--- src/rtl/opipe_consts.svh ---
`ifndef OPIPE_CONSTS_SVH
`define OPIPE_CONSTS_SVH

// datapath sizes
`define DATA_WIDTH          8     // one core word
`define CONV_CORES          4     // core lanes per input beat
`define CONV_UNITS          4     // words per conv row per core
`define OUTPUT_DMA_WIDTH    32    // one dma word

// index of the last dma word in a packet (length - 1)
`define COUNT_1X1_REF       5     // one conv row, 6 words
`define COUNT_3X3_REF       17    // three conv rows, 18 words
`define COUNT_POOL_1X1_REF  2     // one pool block, 3 words
`define COUNT_POOL_3X3_REF  8     // three pool blocks, 9 words

`endif

--- src/rtl/opipe_pkg.sv ---
`include "opipe_consts.svh"

package opipe_pkg;

  // one word from a single convolution core
  typedef logic [`DATA_WIDTH-1:0] data_t;

  // one word on the output dma stream
  typedef logic [`OUTPUT_DMA_WIDTH-1:0] dma_word_t;

  // stage mode, bit 1 is maxpool and bit 0 is 3x3
  typedef enum logic [1:0] {
    MODE_CONV_1X1 = 2'b00,
    MODE_CONV_3X3 = 2'b01,
    MODE_POOL_1X1 = 2'b10,
    MODE_POOL_3X3 = 2'b11
  } opipe_mode_e;

endpackage

--- src/rtl/lane_upsizer.sv ---
`timescale 1ns/1ps

module lane_upsizer #(
  parameter int WORDS = 4
) (
  input  logic                           aclk,
  input  logic                           arst_n,
  input  logic                           s_valid,
  output logic                           s_ready,
  input  opipe_pkg::data_t               s_data,
  output logic                           m_valid,
  input  logic                           m_ready,
  output opipe_pkg::data_t [WORDS-1:0]   m_data
);
  import opipe_pkg::*;

  localparam int CNT_W = (WORDS > 1) ? $clog2(WORDS) : 1;
  localparam logic [CNT_W-1:0] LAST_CNT = CNT_W'(WORDS - 1);

  data_t [WORDS-1:0] fill_q;         // row being collected
  data_t [WORDS-1:0] fill_shift;
  data_t [WORDS-1:0] buf_q;          // completed row on offer
  data_t [WORDS-1:0] buf_next;
  logic  [CNT_W-1:0] cnt_q;
  logic              fill_full_q;    // complete row parked in fill_q
  logic              buf_valid_q;
  logic              s_fire;
  logic              row_done;
  logic              buf_free;
  logic              in_to_buf;
  logic              fill_to_buf;
  logic              load_buf;

  // new word enters at the top, so the first word ends up lowest
  assign fill_shift = {s_data, fill_q[WORDS-1:1]};

  assign s_ready     = !fill_full_q;
  assign s_fire      = s_valid && s_ready;
  assign row_done    = s_fire && (cnt_q == LAST_CNT);
  assign buf_free    = !buf_valid_q || m_ready;  // empty or leaving this cycle
  assign in_to_buf   = row_done && buf_free;
  assign fill_to_buf = fill_full_q && buf_free;
  assign load_buf    = in_to_buf || fill_to_buf;
  assign buf_next    = fill_full_q ? fill_q : fill_shift;

  assign m_valid = buf_valid_q;
  assign m_data  = buf_q;

  always_ff @(posedge aclk) begin
    if (s_fire) begin
      fill_q <= fill_shift;
    end
    if (load_buf) begin
      buf_q <= buf_next;
    end
  end

  always_ff @(posedge aclk or negedge arst_n) begin
    if (!arst_n) begin
      cnt_q       <= '0;
      fill_full_q <= 1'b0;
      buf_valid_q <= 1'b0;
    end else begin
      if (s_fire) begin
        cnt_q <= row_done ? '0 : cnt_q + 1'b1;
      end

      // row finished while the buffer is still taken
      if (row_done && !buf_free) begin
        fill_full_q <= 1'b1;
      end else if (fill_to_buf) begin
        fill_full_q <= 1'b0;
      end

      if (load_buf) begin
        buf_valid_q <= 1'b1;
      end else if (buf_valid_q && m_ready) begin
        buf_valid_q <= 1'b0;
      end
    end
  end

endmodule

--- src/rtl/output_pipe.sv ---
`timescale 1ns/1ps
`include "opipe_consts.svh"

module output_pipe (
  input  logic                                aclk,
  input  logic                                arst_n,
  input  logic                                is_maxpool,
  input  logic                                is_3x3,
  input  opipe_pkg::data_t [`CONV_CORES-1:0]  s_tdata,
  input  logic                                s_tvalid,
  output logic                                s_tready,
  output opipe_pkg::dma_word_t                m_tdata,
  output logic                                m_tvalid,
  output logic                                m_tlast,
  input  logic                                m_tready
);
  import opipe_pkg::*;

  localparam int HALF_UNITS = `CONV_UNITS / 2;
  localparam int ROW_W      = (`CONV_UNITS + 2) * `DATA_WIDTH;  // padded row
  localparam int CONV_BLK_W = `CONV_CORES * ROW_W;
  localparam int POOL_BLK_W = (`CONV_CORES / 2) * ROW_W;
  localparam int CONV_DMA_WORDS = CONV_BLK_W / `OUTPUT_DMA_WIDTH;
  localparam int POOL_DMA_WORDS = POOL_BLK_W / `OUTPUT_DMA_WIDTH;

  opipe_mode_e mode;
  logic        pool_sel;
  logic        s_fire;

  // conv path
  logic                                      conv_s_valid;
  logic      [`CONV_CORES-1:0]               conv_s_ready;
  logic      [`CONV_CORES-1:0]               conv_m_valid;
  logic                                      conv_m_ready;
  data_t     [`CONV_CORES-1:0][`CONV_UNITS-1:0] conv_rows;
  logic      [CONV_BLK_W-1:0]                conv_block;
  logic                                      conv_blk_valid;
  logic                                      conv_blk_ready;
  dma_word_t                                 conv_out_data;
  logic                                      conv_out_valid;
  logic                                      conv_out_ready;

  // pool path
  logic                                      pool_s_valid;
  logic      [`CONV_CORES-1:0]               pool_s_ready;
  logic      [`CONV_CORES-1:0]               pool_m_valid;
  logic                                      pool_m_ready;
  data_t     [`CONV_CORES-1:0][HALF_UNITS-1:0] pool_rows;
  logic      [POOL_BLK_W-1:0]                pool_block;
  logic                                      pool_blk_valid;
  logic                                      pool_blk_ready;
  dma_word_t                                 pool_out_data;
  logic                                      pool_out_valid;
  logic                                      pool_out_ready;

  always_comb begin
    case ({is_maxpool, is_3x3})
      2'b00:   mode = MODE_CONV_1X1;
      2'b01:   mode = MODE_CONV_3X3;
      2'b10:   mode = MODE_POOL_1X1;
      default: mode = MODE_POOL_3X3;
    endcase
  end

  assign pool_sel = (mode == MODE_POOL_1X1) || (mode == MODE_POOL_3X3);

  // all lanes of the active path take the beat together
  assign s_tready     = pool_sel ? &pool_s_ready : &conv_s_ready;
  assign s_fire       = s_tvalid && s_tready;
  assign conv_s_valid = s_fire && !pool_sel;
  assign pool_s_valid = s_fire && pool_sel;

  genvar i;
  generate
    for (i = 0; i < `CONV_CORES; i++) begin : g_lane
      lane_upsizer #(
        .WORDS (`CONV_UNITS)
      ) u_conv_lane (
        .aclk    (aclk),
        .arst_n  (arst_n),
        .s_valid (conv_s_valid),
        .s_ready (conv_s_ready[i]),
        .s_data  (s_tdata[i]),
        .m_valid (conv_m_valid[i]),
        .m_ready (conv_m_ready),
        .m_data  (conv_rows[i])
      );

      lane_upsizer #(
        .WORDS (HALF_UNITS)
      ) u_pool_lane (
        .aclk    (aclk),
        .arst_n  (arst_n),
        .s_valid (pool_s_valid),
        .s_ready (pool_s_ready[i]),
        .s_data  (s_tdata[i]),
        .m_valid (pool_m_valid[i]),
        .m_ready (pool_m_ready),
        .m_data  (pool_rows[i])
      );

      // zero word on both ends of each core row
      assign conv_block[i*ROW_W +: ROW_W] =
        {{`DATA_WIDTH{1'b0}}, conv_rows[i], {`DATA_WIDTH{1'b0}}};
    end

    // cores 2p and 2p+1 share one pool row
    for (i = 0; i < `CONV_CORES / 2; i++) begin : g_pair
      assign pool_block[i*ROW_W +: ROW_W] =
        {{`DATA_WIDTH{1'b0}}, pool_rows[2*i+1], pool_rows[2*i], {`DATA_WIDTH{1'b0}}};
    end
  endgenerate

  // block is complete only when every lane holds its row
  assign conv_blk_valid = &conv_m_valid && !pool_sel;
  assign conv_m_ready   = conv_blk_ready && conv_blk_valid;
  assign pool_blk_valid = &pool_m_valid && pool_sel;
  assign pool_m_ready   = pool_blk_ready && pool_blk_valid;

  word_downsizer #(
    .IN_WORDS (CONV_DMA_WORDS)
  ) u_conv_down (
    .aclk    (aclk),
    .arst_n  (arst_n),
    .s_valid (conv_blk_valid),
    .s_ready (conv_blk_ready),
    .s_data  (conv_block),
    .m_valid (conv_out_valid),
    .m_ready (conv_out_ready),
    .m_data  (conv_out_data)
  );

  word_downsizer #(
    .IN_WORDS (POOL_DMA_WORDS)
  ) u_pool_down (
    .aclk    (aclk),
    .arst_n  (arst_n),
    .s_valid (pool_blk_valid),
    .s_ready (pool_blk_ready),
    .s_data  (pool_block),
    .m_valid (pool_out_valid),
    .m_ready (pool_out_ready),
    .m_data  (pool_out_data)
  );

  assign conv_out_ready = m_tready && !pool_sel;
  assign pool_out_ready = m_tready && pool_sel;
  assign m_tdata        = pool_sel ? pool_out_data : conv_out_data;
  assign m_tvalid       = pool_sel ? pool_out_valid : conv_out_valid;

  packet_framer u_framer (
    .aclk     (aclk),
    .arst_n   (arst_n),
    .mode     (mode),
    .m_tvalid (m_tvalid),
    .m_tready (m_tready),
    .m_tlast  (m_tlast)
  );

endmodule

--- src/rtl/packet_framer.sv ---
`timescale 1ns/1ps
`include "opipe_consts.svh"

module packet_framer (
  input  logic                     aclk,
  input  logic                     arst_n,
  input  opipe_pkg::opipe_mode_e   mode,
  input  logic                     m_tvalid,
  input  logic                     m_tready,
  output logic                     m_tlast
);
  import opipe_pkg::*;

  // sized for the longest packet
  localparam int CNT_W = $clog2(`COUNT_3X3_REF + 1);

  logic [CNT_W-1:0] count_q;
  logic [CNT_W-1:0] count_ref;
  logic             count_equal;
  logic             m_fire;

  always_comb begin
    case (mode)
      MODE_CONV_1X1: count_ref = CNT_W'(`COUNT_1X1_REF);
      MODE_CONV_3X3: count_ref = CNT_W'(`COUNT_3X3_REF);
      MODE_POOL_1X1: count_ref = CNT_W'(`COUNT_POOL_1X1_REF);
      MODE_POOL_3X3: count_ref = CNT_W'(`COUNT_POOL_3X3_REF);
      default:       count_ref = CNT_W'(`COUNT_1X1_REF);
    endcase
  end

  assign count_equal = (count_q == count_ref);
  assign m_fire      = m_tvalid && m_tready;
  assign m_tlast     = m_tvalid && count_equal;

  // counts dma handshakes within the packet
  always_ff @(posedge aclk or negedge arst_n) begin
    if (!arst_n) begin
      count_q <= '0;
    end else if (m_fire) begin
      if (count_equal) begin
        count_q <= '0;     // packet done
      end else begin
        count_q <= count_q + 1'b1;
      end
    end
  end

endmodule

--- src/rtl/word_downsizer.sv ---
`timescale 1ns/1ps

module word_downsizer #(
  parameter int IN_WORDS = 6
) (
  input  logic                                 aclk,
  input  logic                                 arst_n,
  input  logic                                 s_valid,
  output logic                                 s_ready,
  input  opipe_pkg::dma_word_t [IN_WORDS-1:0]  s_data,
  output logic                                 m_valid,
  input  logic                                 m_ready,
  output opipe_pkg::dma_word_t                 m_data
);
  import opipe_pkg::*;

  localparam int IDX_W = (IN_WORDS > 1) ? $clog2(IN_WORDS) : 1;
  localparam logic [IDX_W-1:0] LAST_IDX = IDX_W'(IN_WORDS - 1);

  dma_word_t [IN_WORDS-1:0] block_q;   // block being sliced
  logic      [IDX_W-1:0]    idx_q;     // next word to send
  logic                     valid_q;
  logic                     m_fire;
  logic                     last_word;
  logic                     load;

  assign m_fire    = valid_q && m_ready;
  assign last_word = (idx_q == LAST_IDX);

  // take a new block when empty or when the final word goes out
  assign s_ready = !valid_q || (m_ready && last_word);
  assign load    = s_valid && s_ready;

  assign m_valid = valid_q;
  assign m_data  = block_q[idx_q];   // lowest unsent word

  always_ff @(posedge aclk) begin
    if (load) begin
      block_q <= s_data;
    end
  end

  always_ff @(posedge aclk or negedge arst_n) begin
    if (!arst_n) begin
      idx_q   <= '0;
      valid_q <= 1'b0;
    end else begin
      if (load) begin
        idx_q   <= '0;
        valid_q <= 1'b1;
      end else if (m_fire) begin
        if (last_word) begin
          idx_q   <= '0;
          valid_q <= 1'b0;  // nothing waiting, go empty
        end else begin
          idx_q <= idx_q + 1'b1;
        end
      end
    end
  end

endmodule

--- config.mk ---
export PLATFORM = sky130hd
export DESIGN_NAME = output_pipe
export DESIGN_NICKNAME = d
export VERILOG_FILES = /design/src/rtl/opipe_pkg.sv /design/src/rtl/lane_upsizer.sv /design/src/rtl/output_pipe.sv /design/src/rtl/packet_framer.sv /design/src/rtl/word_downsizer.sv
export VERILOG_INCLUDE_DIRS = /design/src /design/src/rtl
export SDC_FILE = /design/constraint.sdc
export NUM_CORES = 1
export LEC_CHECK = 0
export BUFFER_PORTS_ARGS = -buffer_cell sky130_fd_sc_hd__buf_2
export CAP_MARGIN = 20
export CORE_ASPECT_RATIO = 0.8
export CORE_MARGIN = 4
export CORE_UTILIZATION = 38
export DETAILED_ROUTE_END_ITERATION = 8
export GPL_TIMING_DRIVEN = 0
export PLACE_DENSITY = 0.55
export SETUP_SLACK_MARGIN = 0.15
export SYNTH_ARGS = -nofsm -noshare
export SYNTH_HDL_FRONTEND = slang
export SYNTH_SLANG_ARGS = --single-unit
--- constraint.sdc ---
create_clock -name aclk -period 13.8 [get_ports aclk]
set_input_delay 0.69 -clock aclk [delete_from_list [all_inputs] [get_ports aclk]]
set_output_delay 0.69 -clock aclk [all_outputs]
set_load 0.03 [all_outputs]
==> run_results.csv, run 1 <==
group,metric,value,unit
floorplanning,core_area,59960,um^2
power,vdd_ir_drop_max,0.1004,mV
power,p_per_area,207.5,nW/um^2
global_routing,grtUsageMet3,3.729,%
synthesis,yosys.area.top_type,"edfxtp_1",
worst_hold_path,worstHoldPathType,"input port to flop",
synthesis,ys.flop_type,"edfxtp_1",
power,p_leak,8.909,nW
placed_design,post-place-ws,9.791,ns
detailed_routing,ant_nets,0,
power,power_frac_comb,23.4,%
clocking,clock_latency,0.63,ns
detailed_routing,wl,56760,um
synthesis,syn_area,23180,um^2
job,cap_violations,0,
sta,fmax,239.9,MHz
clocking,cts-htree-levels,2,
sta,worst_slack,9.631,ns
global_routing,grt_pass1_vias,11240,
worst_setup_path,crit_buf_inv,4,
worst_hold_path,worstHoldStart,"s_tdata[14]",
detailed_routing,drcViolationCount,0,
floorplanning,die_h,228.9,um
synthesis,ys_ff_latch,616,
synthesis,syn-num-nets,1294,
power,p_seq_share,46.4,%
sta,worst_pin_slew,0.9422,ns
global_routing,busiest_layer,"met1",
clocking,cts_made_buffers,59,
detailed_routing,drt_iter0_drc,1298,
sta,slew_violations,0,
global_routing,track_usage,17.19,%
floorplanning,initial_core_util,38.66,%
power,power.internal,0.003895,W
synthesis,synth_compound_area_share,4.437,%
worst_setup_path,crit_arrival,3.48,ns
finish,drive_above_1_share,28.51,%
finish,final-seq-area,18300,um^2
clocking,clkSlewWorstSetupHoldPaths,0.07,ns
worst_setup_path,path_max_fanout,10,
clocking,postCtsResizedCells,0,
worst_setup_path,crit_family,"buffers and inverters",
synthesis,synthMuxAreaShare,11.72,%
worst_setup_path,reg2reg_depth,6,
worst_setup_path,slowest_stage,"mux2i_1",
clocking,cts_tree,"built",
worst_setup_path,crit_path_start,"u_conv_down.idx_q[0]$_DFFE_PN0P_",
synthesis,synthAdderAreaFrac,0.2699,%
power,clkPwrFrac,30.1,%
sta,setup_viol,0,
detailed_routing,viasPerCell,5.277,
sta,min_period_over_period,30.21,%
placed_design,portBuffers,72,
outcome,status,"finished clean",
synthesis,synth_top_family_by_area,"multiplexers",
worst_setup_path,cp_cell_sequence,"clkbuf_1 > clkbuf_1 > buf_2 > mux2i_1 > o22ai_1 > o21a_1 > buf_2",
placed_design,dpl.hpwl,39620,um
synthesis,synth_top_area_share,74.62,%
worst_setup_path,cp_slowest_stage_delay,0.66,ns
sta,fin_skew,0.02668,ns
clocking,root_buffer,"clkbuf_16",
floorplanning,die_w,284.1,um
floorplanning,die_area,65040,um^2
sta,timing.slew.headroom,37.19,%
worst_setup_path,r2r_setup_slack,10.22,ns
power,switchingPower,0.001675,W
worst_setup_path,required,13.11,ns
global_routing,gr-usage-met1,28.23,%
floorplanning,io_pins,73,
worst_setup_path,start_kind,"flop",
global_routing,antenna_found_initial,3,
synthesis,syn_avg_cell_area,18.53,um^2
synthesis,synth.area.top_cells,"edfxtp_1 (75%), mux2_2 (10%), dfrtp_1 (4.3%)",
finish,n_fill_cell,5104,
worst_setup_path,timing.critical_path.to,"m_tdata[2]",
detailed_routing,wl_per_cell,25.51,um
sta,setup_tns,0,ns
clocking,max-clock-path-buffers,3,
global_routing,grt_pass1_wl,81150,um
global_routing,grt_use_met2,22.97,%
finish,multi_input_area,4619,um^2
placed_design,gp_congestion,0.8881,
sta,finalCriticalPeriod,4.169,ns
worst_setup_path,r2r_start,"g_lane[3].u_pool_lane.fill_full_q$_DFFE_PN0P_",
worst_setup_path,path_depth,7,
sta,rsz0062_at_grt,"no",
synthesis,synth_edf_count,576,
synthesis,ys_warn_count,0,
finish,nets,1440,
synthesis,ys_types,47,
sta,hold_violations,0,
synthesis,synth-xor-area-share,0.1511,%
global_routing,overflow,0,
detailed_routing,via_count,11740,
worst_setup_path,setup.worst_path.end_class,"output pin",
synthesis,syn_inst,1251,
worst_setup_path,reg2reg_to,"g_lane[0].u_pool_lane.m_data[5]$_DFFE_PP_",
clocking,cts.sinks,616,
floorplanning,fp-row-count,80,
detailed_routing,first_pass_iters,5,
synthesis,synthArstFlopShare,6.494,%
global_routing,grt_max_degree,87,
synthesis,synthSimpleGateAreaFrac,3.093,%
finish,syn2layout_area_growth,15.83,%
worst_setup_path,critPathKind,"flop to output pin",
synthesis,ys_seq_area_share,78.94,%
power,switching_share,30.07,%
[repair_timing]
action                                 CTS  global route
hold buffers                             0             1
endpoints found under the hold margin    0             5
buffers inserted                         0             0
[metal layers]
metal / up-vias / share of wire, %
li1: 5187 / -
met1: 6108 / 50
met2: 375 / 41
met3: 69 / 7.4
met4: 2 / 1.7
met5: - / 0.012
[per-stage QoR]
stage | hold slack (ns) | std cells | cell area (um^2) | total power [W] | utilization [%]
global route | 0.2756 | 2224 | 26850 | 0.005804 | 44.77
floorplan | 0.3944 | 1251 | 23180 | 0.003407 | -
global placement | 0.4005 | 2102 | 24510 | 0.003869 | 40.89
CTS | 0.2460 | 2222 | 26820 | 0.005608 | 44.72
finish | 0.2924 | 2225 | 26850 | 0.005570 | 44.78
detailed placement | 0.4045 | 2113 | 24820 | 0.003922 | 41.39
[layout by cell type (no fill, tap or decap), types with 17 or more instances in the layout]
cell / netlist / layout
clkbuf_1: 47 / 59
mux2i_1: 34 / 34
nor3_1: 18 / 18
o21ai_0: 41 / 41
mux2_2: 211 / 211
dfrtp_1: 40 / 40
nand2_1: 49 / 49
edfxtp_1: 576 / 576
nor2_1: 17 / 17
buf_2: 8 / 80
clkbuf_16: 0 / 59
a21oi_1: 39 / 31
a22oi_1: 32 / 32
and2_1: 18 / 18
[power by group through the flow]
stage          sequential [W]  combinational (W)  clock [W]
3_5_place_dp          0.00262            0.00130          0
4_1_cts               0.00259            0.00131    0.00172
6_report              0.00259            0.00130    0.00168
5_1_grt               0.00261            0.00139    0.00180
2_1_floorplan         0.00256           0.000845          0
3_3_place_gp          0.00263            0.00124          0
[Yosys cell counts (13+ instances only)]
cell type / number
nor2b_1: 13
edfxtp_1: 576
o21ai_0: 41
nor2_1: 17
mux2i_1: 34
dfrtp_1: 40
and2_1: 18
a22oi_1: 32
a21oi_1: 39
nor3_1: 18
clkbuf_1: 47
nand2_1: 49
mux2_2: 211
[registers in the layout, indices dropped and copies added, names as in the netlist]
signal,flops
g_lane.u_conv_lane.fill_q,128
g_lane.u_conv_lane.m_data,128
u_conv_down.block_q,128
g_lane.u_pool_lane.fill_q,64
g_lane.u_pool_lane.m_data,64
u_pool_down.block_q,64
g_lane.u_conv_lane.cnt_q,8
u_framer.count_q,5
g_lane.u_conv_lane.fill_full_q,4
g_lane.u_conv_lane.m_valid,4
g_lane.u_pool_lane.cnt_q,4
g_lane.u_pool_lane.fill_full_q,4
g_lane.u_pool_lane.m_valid,4
u_conv_down.idx_q,3
u_pool_down.idx_q,2
u_conv_down.m_valid,1
u_pool_down.m_valid,1
[worst min path at each step]
| stage | slack [ns] | endpoint | cells after the start |
|---|---|---|---|
| 3_5_place_dp | 0.40 | u_conv_down.block_q[15]$_DFFE_PP_ | 0 |
| 2_1_floorplan | 0.39 | g_lane[0].u_conv_lane.cnt_q[0]$_DFFE_PN0P_ | 0 |
| 4_1_cts | 0.25 | u_framer.count_q[1]$_DFFE_PN0P_ | 1 |
| 5_1_grt | 0.28 | g_lane[1].u_pool_lane.fill_q[14]$_DFFE_PP_ | 1 |
| 3_3_place_gp | 0.40 | u_pool_down.block_q[78]$_DFFE_PP_ | 0 |
| 6_report | 0.29 | g_lane[1].u_pool_lane.fill_q[14]$_DFFE_PP_ | 1 |
[layout make-up]
cell class                      count  area share [%]
Buffer                             67           1.072
Antenna cell                        1        0.009321
Timing Repair Buffer               85           2.330
Tap cell                          779           3.630
Multi-Input combinational cell    560           17.21
Clock inverter                     34           1.571
Inverter                            8          0.1584
Clock buffer                       75           5.872
Sequential cell                   616           68.15
[kinds of logic after synthesis]
logic type | Yosys count
DFF | 616
muxes | 245
AOI/OAI and AO/OA | 164
and+or+nand+nor | 142
buffers and inverters | 75
adders and majority gates | 5
xor gates and xnor gates | 4
No activity file was read; power rests on OpenSTA's default activity.
==> inputs of run 2 (changes only) <==
--- a/config.mk
+++ b/config.mk
@@ -13,7 +13,7 @@
 export CORE_UTILIZATION = 38
 export DETAILED_ROUTE_END_ITERATION = 8
 export GPL_TIMING_DRIVEN = 0
-export PLACE_DENSITY = 0.55
+export PLACE_DENSITY = 0.57
 export SETUP_SLACK_MARGIN = 0.15
 export SYNTH_ARGS = -nofsm -noshare
 export SYNTH_HDL_FRONTEND = slang
==> constraint.sdc (replaced) <==
create_clock -name aclk -period 3.8 [get_ports aclk]
set_input_delay 0.19 -clock aclk [delete_from_list [all_inputs] [get_ports aclk]]
set_output_delay 0.19 -clock aclk [all_outputs]
set_load 0.03 [all_outputs]
==> run 2 against run 1 <==
Net effect:
- setup slack got worse by 9.3 ns
- largest power group unchanged
- routed wire length down 1.6%
- worst hold slack got worse by 0.16 ns
- combinational power grew to 3.6 times the previous value
- critical path type is now flop to flop
- critical endpoint is now g_lane[0].u_conv_lane.m_data[23]$_DFFE_PP_
- register-to-register slack got worse by 9.9 ns
- total power grew to 3.6 times the previous value
- design area grew 1.3%
- cell count rose by 1.8%
==> run_results.csv, run 2 (same netlist as run 1, synthesis figures left out) <==
group,metric,value,unit
power,switching_share,30.31,%
worst_setup_path,crit_buf_inv,4,
power,power_frac_comb,23.8,%
worst_setup_path,crit_arrival,3.81,ns
sta,setup_viol,0,
detailed_routing,drcViolationCount,0,
sta,rsz0062_at_grt,"no",
clocking,cts-htree-levels,2,
placed_design,dpl.hpwl,38980,um
global_routing,grt_max_degree,65,
worst_setup_path,required,4.14,ns
worst_setup_path,critPathKind,"flop to flop",
sta,hold_violations,0,
floorplanning,core_area,59960,um^2
floorplanning,die_h,228.9,um
global_routing,grt_pass1_vias,11650,
detailed_routing,via_count,11820,
clocking,clock_latency,0.64,ns
clocking,clkSlewWorstSetupHoldPaths,0.06,ns
worst_setup_path,path_max_fanout,40,
floorplanning,die_w,284.1,um
power,p_seq_share,47.3,%
floorplanning,io_pins,73,
floorplanning,initial_core_util,38.66,%
global_routing,antenna_found_initial,3,
detailed_routing,wl,55870,um
floorplanning,die_area,65040,um^2
clocking,cts_tree,"built",
job,cap_violations,0,
placed_design,place_area,24880,um^2
worst_setup_path,cp_cell_sequence,"clkbuf_1 > or4_1 > or3b_1 > buf_6 > clkinv_4 > a21oi_1 > a21oi_4 > buf_16",
detailed_routing,ant_nets,0,
power,p_leak,9.060,nW
power,vdd_ir_drop_max,0.4105,mV
detailed_routing,first_pass_iters,5,
placed_design,portBuffers,72,
worst_setup_path,r2r_start,"g_lane[2].u_conv_lane.fill_full_q$_DFFE_PN0P_",
finish,final_cell_mix,"edfxtp_1 (576), mux2_2 (211), buf_2 (81), clkbuf_16 (59), clkbuf_1 (54)",
detailed_routing,viasPerCell,5.217,
global_routing,track_usage,16.92,%
sta,worst_slack,0.3239,ns
sta,min_period_over_period,91.48,%
global_routing,busiest_layer,"met1",
placed_design,gp_congestion,0.8604,
sta,slew_violations,0,
worst_hold_path,worstHoldPathType,"input port to flop",
detailed_routing,drt_iter0_drc,1145,
worst_hold_path,worstHoldStart,"is_maxpool",
global_routing,grt_pass1_wl,80560,um
sta,fmax,287.7,MHz
power,switchingPower,0.006024,W
worst_setup_path,start_kind,"flop",
worst_setup_path,cp_slowest_stage_delay,0.64,ns
finish,final_common_cell,"edfxtp_1",
finish,nets,1484,
power,clkPwrFrac,28.9,%
floorplanning,fp-row-count,80,
worst_setup_path,slowest_stage,"or4_1",
sta,timing.slew.headroom,37.77,%
worst_setup_path,r2r_setup_slack,0.32,ns
global_routing,grt_use_met2,24.29,%
clocking,cts_made_buffers,59,
global_routing,overflow,0,
finish,design_area,27210,um^2
global_routing,gr-usage-met1,25.57,%
worst_setup_path,setup.worst_path.end_class,"flop",
sta,finalCriticalPeriod,3.476,ns
power,power.internal,0.01385,W
worst_setup_path,path_depth,8,
worst_hold_path,min_path_cells,4,
clocking,cts.sinks,616,
sta,fin_skew,0.04077,ns
clocking,root_buffer,"clkbuf_16",
worst_setup_path,reg2reg_depth,8,
finish,diodes,0,
finish,syn2layout_area_growth,17.39,%
worst_setup_path,crit_family,"simple AND/OR/NAND/NOR gates",
clocking,max-clock-path-buffers,3,
detailed_routing,wl_per_cell,24.66,um
power,p_per_area,730.5,nW/um^2
worst_hold_path,worstHoldEndpoint,"g_lane[2].u_conv_lane.cnt_q[0]$_DFFE_PN0P_",
outcome,status,"finished clean",
worst_setup_path,reg2reg_to,"g_lane[0].u_conv_lane.m_data[23]$_DFFE_PP_",
finish,drive_above_1_share,28.11,%
sta,worst_pin_slew,0.9283,ns
global_routing,grtUsageMet3,4.796,%
placed_design,post-place-ws,0.1495,ns
-- run 2: cell count changes in the layout (fill, tap and decap cells not counted), moves of 2 or more --
| cell | change |
|---|---|
| clkinv_1 | +7 |
| buf_4 | +4 |
| bufinv_16 | -4 |
| clkbuf_8 | -4 |
| buf_12 | +2 |
| clkbuf_1 | -5 |
| buf_16 | +2 |
| dlygate4sd3_1 | +34 |
| clkinv_2 | +4 |
-- run 2: worst register-to-register path, stage by stage (launching register included) --
cell and delay, ns:
dfrtp_1 0.36, clkbuf_1 0.27, or4_1 0.64, or3b_1 0.44, buf_6 0.16, clkinv_4 0.29, a21oi_1 0.22, a21oi_4 0.54
buf_16 0.25
-- run 2: worst max-delay path by stage --
stage / slack (ns) / end / startpoint
2_1_floorplan: -0.08 / g_lane[0].u_conv_lane.m_data[0]$_DFFE_PP_ / g_lane[3].u_conv_lane.fill_full_q$_DFFE_PN0P_
3_3_place_gp: -1.73 / g_lane[1].u_conv_lane.m_data[28]$_DFFE_PP_ / g_lane[1].u_conv_lane.fill_full_q$_DFFE_PN0P_
3_5_place_dp: 0.15 / u_conv_down.block_q[69]$_DFFE_PP_ / is_maxpool
4_1_cts: 0.18 / g_lane[1].u_conv_lane.m_data[25]$_DFFE_PP_ / g_lane[2].u_conv_lane.fill_full_q$_DFFE_PN0P_
5_1_grt: 0.15 / m_tdata[30] / u_pool_down.idx_q[0]$_DFFE_PN0P_
6_report: 0.32 / g_lane[0].u_conv_lane.m_data[23]$_DFFE_PP_ / g_lane[2].u_conv_lane.fill_full_q$_DFFE_PN0P_
-- run 2: power by group through the flow --
stage,combinational [W],sequential (W),clock [W]
after global placement,0.00443,0.00954,0
after floorplan,0.00307,0.00930,0
after global routing,0.00509,0.00950,0.00619
after detailed placement,0.00468,0.00954,0
after CTS,0.00472,0.00940,0.00586
final,0.00472,0.00941,0.00575
-- run 2: layout make-up --
class / count / area [um^2]
fillers: 5060 / 32750
flip-flops and latches: 616 / 18300
multi-input cells: 560 / 4627
clock buffers: 66 / 1503
repair buffers: 128 / 1096
well taps: 779 / 974.7
clock inverters: 41 / 377.9
plain buffers: 67 / 287.8
inverters: 8 / 41.29
repair inverters: 1 / 5.005
-- run 2: through the flow --
step | utilization [%] | hold slack, ns | setup TNS [ns] | total power (W) | instances
2_1_floorplan | - | -0.1056 | -10.50 | 0.01237 | 1251
3_3_place_gp | 40.89 | 0.4014 | -485.62 | 0.01398 | 2102
3_5_place_dp | 41.49 | 0.4045 | 0 | 0.01422 | 2116
4_1_cts | 45.19 | 0.09867 | 0 | 0.01999 | 2257
5_1_grt | 45.38 | 0.1340 | 0 | 0.02078 | 2266
6_report | 45.38 | 0.1313 | 0 | 0.01988 | 2266
-- run 2: what timing repair did --
action,in CTS,in global routing
resized for setup,0,1
hold buffers,34,1
setup endpoints to repair,0,58
endpoints found under the hold margin,166,5
buffers inserted,0,6
-- run 2: metal layers --
layer / part of all wire [%] / wire length (um)
met1: 47 / 26520
met2: 43 / 23820
met3: 8.2 / 4558
met4: 1.7 / 970
met5: 0 / 0
